==> src/rtl/axi_wr_pkg.sv <==
package axi_wr_pkg;

    localparam int DATA_W = 32;
    localparam int STRB_W = DATA_W / 8;
    localparam int ID_W   = 4;
    localparam int ADDR_W = 32;

    typedef enum logic [1:0] {
        BURST_FIXED = 2'b00,
        BURST_INCR  = 2'b01,
        BURST_WRAP  = 2'b10
    } burst_e;

    typedef enum logic [1:0] {
        RESP_OKAY   = 2'b00,
        RESP_SLVERR = 2'b10
    } resp_e;

    typedef struct packed {
        logic [ADDR_W-1:0] addr;
        logic [2:0]        size;
        burst_e            burst;
        logic [ID_W-1:0]   id;
    } aw_item_t;

    typedef struct packed {
        logic [DATA_W-1:0] data;
        logic [STRB_W-1:0] strb;
        logic              last;
    } w_item_t;

    typedef struct packed {
        logic [ID_W-1:0] id;
        resp_e           resp;
    } b_item_t;

endpackage
==> src/rtl/axi_mem_top.sv <==
`timescale 1ns/1ps

module axi_mem_top import axi_wr_pkg::*; #(
    parameter int FIFO_DEPTH = 4,
    parameter int MEM_WORDS  = 64
) (
    input  logic              clk,
    input  logic              rst_n,
    input  logic [ID_W-1:0]   awid,
    input  logic [ADDR_W-1:0] awaddr,
    input  logic [7:0]        awlen,
    input  logic [2:0]        awsize,
    input  burst_e            awburst,
    input  logic              awvalid,
    output logic              awready,
    input  logic [DATA_W-1:0] wdata,
    input  logic [STRB_W-1:0] wstrb,
    input  logic              wlast,
    input  logic              wvalid,
    output logic              wready,
    output logic [ID_W-1:0]   bid,
    output resp_e             bresp,
    output logic              bvalid,
    input  logic              bready,
    input  logic              wb_cyc,
    input  logic              wb_stb,
    input  logic [ADDR_W-1:0] wb_adr,
    output logic [DATA_W-1:0] wb_dat_o,
    output logic              wb_ack
);

    logic              local_wr;
    logic [ADDR_W-1:0] local_addr;
    logic [DATA_W-1:0] local_wr_data;
    logic [STRB_W-1:0] local_wstrb;
    logic              local_wr_ok;

    // awlen stays at the boundary, bursts end on wlast.
    axi_write_slave #(.FIFO_DEPTH(FIFO_DEPTH), .MEM_WORDS(MEM_WORDS)) i_slave (
        .clk          (clk),
        .rst_n        (rst_n),
        .awid         (awid),
        .awaddr       (awaddr),
        .awsize       (awsize),
        .awburst      (awburst),
        .awvalid      (awvalid),
        .awready      (awready),
        .wdata        (wdata),
        .wstrb        (wstrb),
        .wlast        (wlast),
        .wvalid       (wvalid),
        .wready       (wready),
        .bid          (bid),
        .bresp        (bresp),
        .bvalid       (bvalid),
        .bready       (bready),
        .local_wr     (local_wr),
        .local_addr   (local_addr),
        .local_wr_data(local_wr_data),
        .local_wstrb  (local_wstrb),
        .local_wr_ok  (local_wr_ok)
    );

    local_sram #(.MEM_WORDS(MEM_WORDS)) i_sram (
        .clk          (clk),
        .rst_n        (rst_n),
        .local_wr     (local_wr),
        .local_addr   (local_addr),
        .local_wr_data(local_wr_data),
        .local_wstrb  (local_wstrb),
        .local_wr_ok  (local_wr_ok),
        .wb_cyc       (wb_cyc),
        .wb_stb       (wb_stb),
        .wb_adr       (wb_adr),
        .wb_dat_o     (wb_dat_o),
        .wb_ack       (wb_ack)
    );

endmodule

==> src/rtl/local_sram.sv <==
`timescale 1ns/1ps

module local_sram import axi_wr_pkg::*; #(
    parameter int MEM_WORDS = 64
) (
    input  logic              clk,
    input  logic              rst_n,
    input  logic              local_wr,
    input  logic [ADDR_W-1:0] local_addr,
    input  logic [DATA_W-1:0] local_wr_data,
    input  logic [STRB_W-1:0] local_wstrb,
    output logic              local_wr_ok,
    input  logic              wb_cyc,
    input  logic              wb_stb,
    input  logic [ADDR_W-1:0] wb_adr,
    output logic [DATA_W-1:0] wb_dat_o,
    output logic              wb_ack
);

    localparam int LANE_BITS = $clog2(STRB_W);
    localparam int IDX_W     = (MEM_WORDS > 1) ? $clog2(MEM_WORDS) : 1;

    logic [DATA_W-1:0] mem [MEM_WORDS];
    logic [IDX_W-1:0]  wr_idx;
    logic [IDX_W-1:0]  rd_idx;
    logic              rd_pend;
    logic              wr_en;

    assign wr_idx = local_addr[LANE_BITS +: IDX_W];
    assign rd_idx = wb_adr[IDX_W-1:0];

    // a new read is pending until its ack is out.
    assign rd_pend = wb_cyc && wb_stb && !wb_ack;

    // reads win, the write port waits one cycle.
    assign local_wr_ok = !rd_pend;
    assign wr_en       = local_wr && local_wr_ok;

    always_ff @(posedge clk) begin
        if (wr_en) begin
            for (int i = 0; i < STRB_W; i++) begin
                if (local_wstrb[i]) begin
                    mem[wr_idx][i*8 +: 8] <= local_wr_data[i*8 +: 8];
                end
            end
        end
    end

    always_ff @(posedge clk) begin
        if (rd_pend) begin
            wb_dat_o <= mem[rd_idx];
        end
    end

    always_ff @(posedge clk) begin
        if (!rst_n) begin
            wb_ack <= 1'b0;
        end else begin
            wb_ack <= rd_pend;
        end
    end

endmodule

==> src/rtl/axi_write_slave.sv <==
`timescale 1ns/1ps

module axi_write_slave import axi_wr_pkg::*; #(
    parameter int FIFO_DEPTH = 4,
    parameter int MEM_WORDS  = 64
) (
    input  logic              clk,
    input  logic              rst_n,
    input  logic [ID_W-1:0]   awid,
    input  logic [ADDR_W-1:0] awaddr,
    input  logic [2:0]        awsize,
    input  burst_e            awburst,
    input  logic              awvalid,
    output logic              awready,
    input  logic [DATA_W-1:0] wdata,
    input  logic [STRB_W-1:0] wstrb,
    input  logic              wlast,
    input  logic              wvalid,
    output logic              wready,
    output logic [ID_W-1:0]   bid,
    output resp_e             bresp,
    output logic              bvalid,
    input  logic              bready,
    output logic              local_wr,
    output logic [ADDR_W-1:0] local_addr,
    output logic [DATA_W-1:0] local_wr_data,
    output logic [STRB_W-1:0] local_wstrb,
    input  logic              local_wr_ok
);

    localparam int LANE_BITS = $clog2(STRB_W);

    aw_item_t          aw_in;
    aw_item_t          aw_head;
    logic              aw_full;
    logic              aw_empty;
    logic              aw_pop;
    w_item_t           w_in;
    w_item_t           w_head;
    logic              w_full;
    logic              w_empty;
    b_item_t           b_in;
    b_item_t           b_head;
    logic              b_full;
    logic              b_empty;
    logic              beat_avail;
    logic              beat_hold;
    logic              beat_go;
    logic              beat_last;
    logic [ADDR_W-1:0] beat_addr;
    logic [ADDR_W-1:0] beat_step;
    logic [ADDR_W-1:0] word_idx;
    logic              in_range;
    logic              first;
    logic              err_seen;
    logic [ADDR_W-1:0] waddr;

    assign aw_in = '{addr: awaddr, size: awsize, burst: awburst, id: awid};
    assign w_in  = '{data: wdata, strb: wstrb, last: wlast};

    assign awready = !aw_full;
    assign wready  = !w_full;

    sync_fifo #(.item_t(aw_item_t), .FIFO_DEPTH(FIFO_DEPTH)) i_aw_fifo (
        .clk      (clk),
        .rst_n    (rst_n),
        .push     (awvalid && awready),
        .push_item(aw_in),
        .full     (aw_full),
        .pop      (aw_pop),
        .pop_item (aw_head),
        .empty    (aw_empty)
    );

    sync_fifo #(.item_t(w_item_t), .FIFO_DEPTH(FIFO_DEPTH)) i_w_fifo (
        .clk      (clk),
        .rst_n    (rst_n),
        .push     (wvalid && wready),
        .push_item(w_in),
        .full     (w_full),
        .pop      (beat_go),
        .pop_item (w_head),
        .empty    (w_empty)
    );

    // last beat of a burst pushes its response.
    sync_fifo #(.item_t(b_item_t), .FIFO_DEPTH(FIFO_DEPTH)) i_b_fifo (
        .clk      (clk),
        .rst_n    (rst_n),
        .push     (beat_go && beat_last),
        .push_item(b_in),
        .full     (b_full),
        .pop      (bvalid && bready),
        .pop_item (b_head),
        .empty    (b_empty)
    );

    assign beat_avail = !aw_empty && !w_empty;
    assign beat_last  = w_head.last;
    assign beat_addr  = first ? aw_head.addr : waddr;
    assign beat_step  = (aw_head.burst == BURST_FIXED) ? '0 : (ADDR_W'(1) << aw_head.size);
    assign word_idx   = beat_addr >> LANE_BITS;
    assign in_range   = (word_idx < ADDR_W'(MEM_WORDS));

    // no room for the response holds the last beat.
    assign beat_hold = beat_last && b_full;

    // out of range beats retire without touching the memory.
    assign beat_go = beat_avail && !beat_hold && (local_wr_ok || !in_range);
    assign aw_pop  = beat_go && beat_last;

    assign b_in.id   = aw_head.id;
    assign b_in.resp = (err_seen || !in_range) ? RESP_SLVERR : RESP_OKAY;

    assign local_wr      = beat_avail && !beat_hold && in_range;
    assign local_addr    = beat_addr;
    assign local_wr_data = w_head.data;
    assign local_wstrb   = w_head.strb;

    assign bvalid = !b_empty;
    assign bid    = b_head.id;
    assign bresp  = b_head.resp;

    always_ff @(posedge clk) begin
        if (!rst_n) begin
            first    <= 1'b1;
            err_seen <= 1'b0;
        end else if (beat_go) begin
            first    <= beat_last;
            err_seen <= !beat_last && (err_seen || !in_range);
        end
    end

    // running beat address, only read once the first beat is gone.
    always_ff @(posedge clk) begin
        if (beat_go && !beat_last) begin
            waddr <= beat_addr + beat_step;
        end
    end

endmodule

==> src/rtl/sync_fifo.sv <==
`timescale 1ns/1ps

module sync_fifo #(
    parameter type item_t     = logic [7:0],
    parameter int  FIFO_DEPTH = 4
) (
    input  logic  clk,
    input  logic  rst_n,
    input  logic  push,
    input  item_t push_item,
    output logic  full,
    input  logic  pop,
    output item_t pop_item,
    output logic  empty
);

    localparam int PTR_W = (FIFO_DEPTH > 1) ? $clog2(FIFO_DEPTH) : 1;
    localparam int CNT_W = $clog2(FIFO_DEPTH + 1);

    item_t            mem [FIFO_DEPTH];
    logic [PTR_W-1:0] wr_ptr;
    logic [PTR_W-1:0] rd_ptr;
    logic [CNT_W-1:0] count;
    logic             do_push;
    logic             do_pop;

    assign full  = (count == CNT_W'(FIFO_DEPTH));
    assign empty = (count == '0);

    // a full fifo still accepts a push when the head leaves in the same cycle.
    assign do_pop  = pop && !empty;
    assign do_push = push && (!full || do_pop);

    assign pop_item = mem[rd_ptr];

    always_ff @(posedge clk) begin
        if (do_push) begin
            mem[wr_ptr] <= push_item;
        end
    end

    always_ff @(posedge clk) begin
        if (!rst_n) begin
            wr_ptr <= '0;
            rd_ptr <= '0;
            count  <= '0;
        end else begin
            if (do_push) begin
                wr_ptr <= (wr_ptr == PTR_W'(FIFO_DEPTH - 1)) ? '0 : wr_ptr + 1'b1;
            end
            if (do_pop) begin
                rd_ptr <= (rd_ptr == PTR_W'(FIFO_DEPTH - 1)) ? '0 : rd_ptr + 1'b1;
            end
            case ({do_push, do_pop})
                2'b10: begin
                    count <= count + 1'b1;
                end
                2'b01: begin
                    count <= count - 1'b1;
                end
                default: begin
                    count <= count;
                end
            endcase
        end
    end

endmodule

==> config.mk <==
export PLATFORM = sky130hd
export DESIGN_NAME = axi_mem_top
export DESIGN_NICKNAME = d
export VERILOG_FILES = /design/src/rtl/axi_wr_pkg.sv /design/src/rtl/axi_mem_top.sv /design/src/rtl/local_sram.sv /design/src/rtl/axi_write_slave.sv /design/src/rtl/sync_fifo.sv
export SDC_FILE = /design/constraint.sdc
export NUM_CORES = 2
export LEC_CHECK = 0
export BUFFER_PORTS_ARGS = -buffer_cell sky130_fd_sc_hd__clkbuf_2
export CAP_MARGIN = 20
export CORE_MARGIN = 2
export CORE_UTILIZATION = 50
export DETAILED_ROUTE_END_ITERATION = 6
export GPL_TIMING_DRIVEN = 1
export PLACE_DENSITY = 0.66
export SLEW_MARGIN = 20
export SYNTH_ARGS = -nofsm -noshare
export SYNTH_HDL_FRONTEND = slang
export SYNTH_SLANG_ARGS = --single-unit
==> constraint.sdc <==
create_clock -name clk -period 6.3 [get_ports clk]
set_input_delay 0.63 -clock clk [delete_from_list [all_inputs] [get_ports clk]]
set_output_delay 0.63 -clock clk [all_outputs]
set_load 0.01 [all_outputs]
==> impl_metrics.toml <==
[critical_path]
worstPathRequired_ns = 6.79
worst_path_max_delay_cell = "dfxtp_4"
r2r-end = "i_sram.mem[54][20]$_DFFE_PP_"
crit_arrival_ns = 5.87
r2r_slack_ns = 0.92
cp-end-kind = "flip-flop"
path_class = "reg2reg"
reg2reg_depth = 6
critPathMaxStageDelay_ns = 0.98
cp-start-kind = "flip-flop"
path_cells = "mux4_2 > mux2i_2 > nand2_1 > nor2_1 > nand2_1 > nor2_1"
critPathMaxFanout = 59

[floorplanning]
row_count = 160
io_pins = 167
core_um2 = 190000
die-area_um2 = 195000
die_w_um = 442
initial_core_util_pct = 50.4
die_h_um = 442

[clock_network]
cts_buffers = 235
path_clk_slew_ns = 0.06
clkLatencyLatePin_ns = 0.88
numClockSinks = 2474
cts_tree = "built"
clock_path_buffers = 3
post_cts_resized = 0
cts-root-buf = "clkbuf_16"
htree_levels = 4

[synthesis]
synth_top_area_share_pct = 76.5
synth_nets = 4332
syn_inst = 4177
ys.flop_type = "edfxtp_1"
async_flop_share_pct = 0
ys_types = 67
synth-edff-count = 2444
syn_avg_cell_area_um2 = 23.0
synth.cell_area_um2 = 95900
ys_seq_elements = 2474
synth_area_leaders = "edfxtp_1, mux4_2, nor2_1, dfxtp_1, nand2_1"
synth-seq-area-share_pct = 77.1
synth_warnings = 0
synth_largest_area_cell = "edfxtp_1"

[global_routing]
grt_max_degree = 93
grt_pass1_wl_mm = 317
overflow = 0
grt_pass1_vias = 44700
antenna_found_initial = 6
grt_usage_pct = 22.6

[timing]
slew_violations = 0
timing.slew.headroom_pct = 26.3
finalSetupViolCount = 0
grt_setup_unrepaired = "no"
timing.fmax_ghz = 0.186
fin_crit_sh_pct = 85.4
finClkSkew_ns = 0.0326
final.min_clock_period_ns = 5.38
setup_tns_ns = 0
hold_viol = 0
worst_slew_pin_slew_ns = 1.10
whs_ns = 0.190

[route]
final_antenna_net_count = 0
num_vias = 44300
wl_mm = 220
first_iter_violations = 5022
drc = 0
wl_per_cell_um = 29.9
firstDrtPassIters = 6
viasPerCell = 6.02

[worst_hold_path]
worstHoldEndpoint = "i_slave.i_b_fifo.rd_ptr[1]$_SDFFE_PN0P_"
hp-class = "in2reg"
worstHoldStart = "bready"
holdPathStages = 4

[place]
dp_hpwl_mm = 133
gp_congestion = 0.815
placed_area_um2 = 101000
port_buffers = 131

[flow_run]
drv_cap = 0

[power]
p_leak_uw = 0.0339
cellPowerDensity_nw_per_um2 = 343
ir_worst_vdd_mv = 0.336

[finish]
drive_above_1_share_pct = 30.2
stdcell_area_um2 = 109000
area_growth_pct = 13.5
fin_nets = 4796

[status]
run_status = "finished, final reports clean"
[worst max path at each step]
stage	to	cells after the start	slack (ns)
floorplan	i_slave.waddr[0]$_DFFE_PP_	4	1.87
global placement	i_sram.mem[29][1]$_DFFE_PP_	7	1.24
detailed placement	i_sram.mem[63][2]$_DFFE_PP_	7	1.15
CTS	i_sram.mem[19][6]$_DFFE_PP_	7	1.15
global route	i_sram.mem[54][16]$_DFFE_PP_	6	0.86
finish	i_sram.mem[54][20]$_DFFE_PP_	6	0.92
[cell usage in the layout (no fill, tap or decap), types with 35 or more instances in the layout]
cell,synthesis,routed
edfxtp_1,2444,2444
mux4_2,728,720
nor2_1,289,288
clkbuf_16,0,239
buf_4,1,209
clkbuf_2,0,126
nand2_1,102,102
dlygate4sd3_1,0,78
clkinv_1,0,72
clkbuf_1,96,54
clkinv_2,0,37
mux2i_1,35,35
[metal layers]
metal | track usage, % | wire length (um) | up-vias
met3 | 5.09 | 18100 | 380
met1 | 31.3 | 87600 | 23600
met2 | 35.6 | 107000 | 1782
met4 | 8.10 | 7860 | 4
met5 | 0 | 27 | -
li1 | - | - | 18500
[worst max-delay path, delay by kind of cell (launching register included)]
family	cells	cell delay, ns
mux	2	1.09
simple gates	4	2.82
flops	1	0.98
[power breakdown]
part | switching [uW] | internal [uW] | total, uW
combinational | 2860 | 1200 | 4070
clock | 5970 | 7630 | 13600
sequential | 145 | 19500 | 19600
total | 8980 | 28300 | 37300
[kinds of logic after synthesis]
| logic type | after synthesis | share of synthesized area, % |
|---|---|---|
| xor+xnor | 36 | 0.329 |
| flops | 2474 | 77.1 |
| simple gates | 513 | 2.40 |
| other cells | 1 | 0.00391 |
| compound gates | 86 | 0.612 |
| fa+ha+maj | 30 | 0.423 |
| buf+inv | 236 | 1.18 |
| mux | 801 | 17.9 |
[area by class of cell]
class	count	area, um^2
antenna	7	17.5
clock buffer	297	6240
clock inverter	140	1170
fill	13600	81500
inverter	29	109
multi-input combinational	1467	20800
sequential	2474	74000
tap	2511	3140
timing repair buffer	434	3380
[through the flow]
stage	power [uW]	utilization, %	std cells	setup WS [ns]
after floorplan	22300	-	4177	1.87
after global placement	23900	52.9	6837	1.24
after detailed placement	24000	52.9	6837	1.15
after CTS	37600	57.2	7352	1.15
after global routing	38400	57.2	7354	0.861
final	37300	57.2	7359	0.918
[cell usage after synthesis, types with 4 or more instances]
master	n
mux2i_1	35
nor2b_1	13
nand2_1	102
nor4b_1	4
buf_6	30
fa_1	4
inv_2	4
and2_1	16
nor3_1	19
nand4_1	8
nand3_1	11
nor2_1	289
mux4_2	728
buf_2	15
dfxtp_1	30
xor2_1	12
o221ai_1	9
mux2_2	29
inv_1	25
clkbuf_1	96
a22oi_1	6
edfxtp_1	2444
and3_1	9
a221oi_1	4
o21ai_0	23
nand2b_1	14
a21oi_1	20
xnor2_1	24
mux2_1	4
or3_1	5
a21boi_0	5
buf_1	65
ha_1	26
nand3_4	4
[flip-flops by register name, indices dropped and copies added, names as in the netlist, 3 cells and up, named ones only]
signal,flops
i_slave.i_w_fifo.count,3
i_slave.waddr,32
i_slave.i_w_fifo.mem,148
i_sram.mem,2048
i_slave.i_b_fifo.mem,20
i_slave.i_b_fifo.count,3
i_slave.i_aw_fifo.count,3
i_slave.i_aw_fifo.mem,164
i_sram.wb_dat_o,32
[repair_timing]
item / in CTS / in global routing
hold endpoints to repair: 312 / 0
buffers inserted: 0 / 0
hold buffers: 78 / 0
endpoints found under the setup margin: 0 / 0
Note: power is estimated with default switching activity, not from simulation.
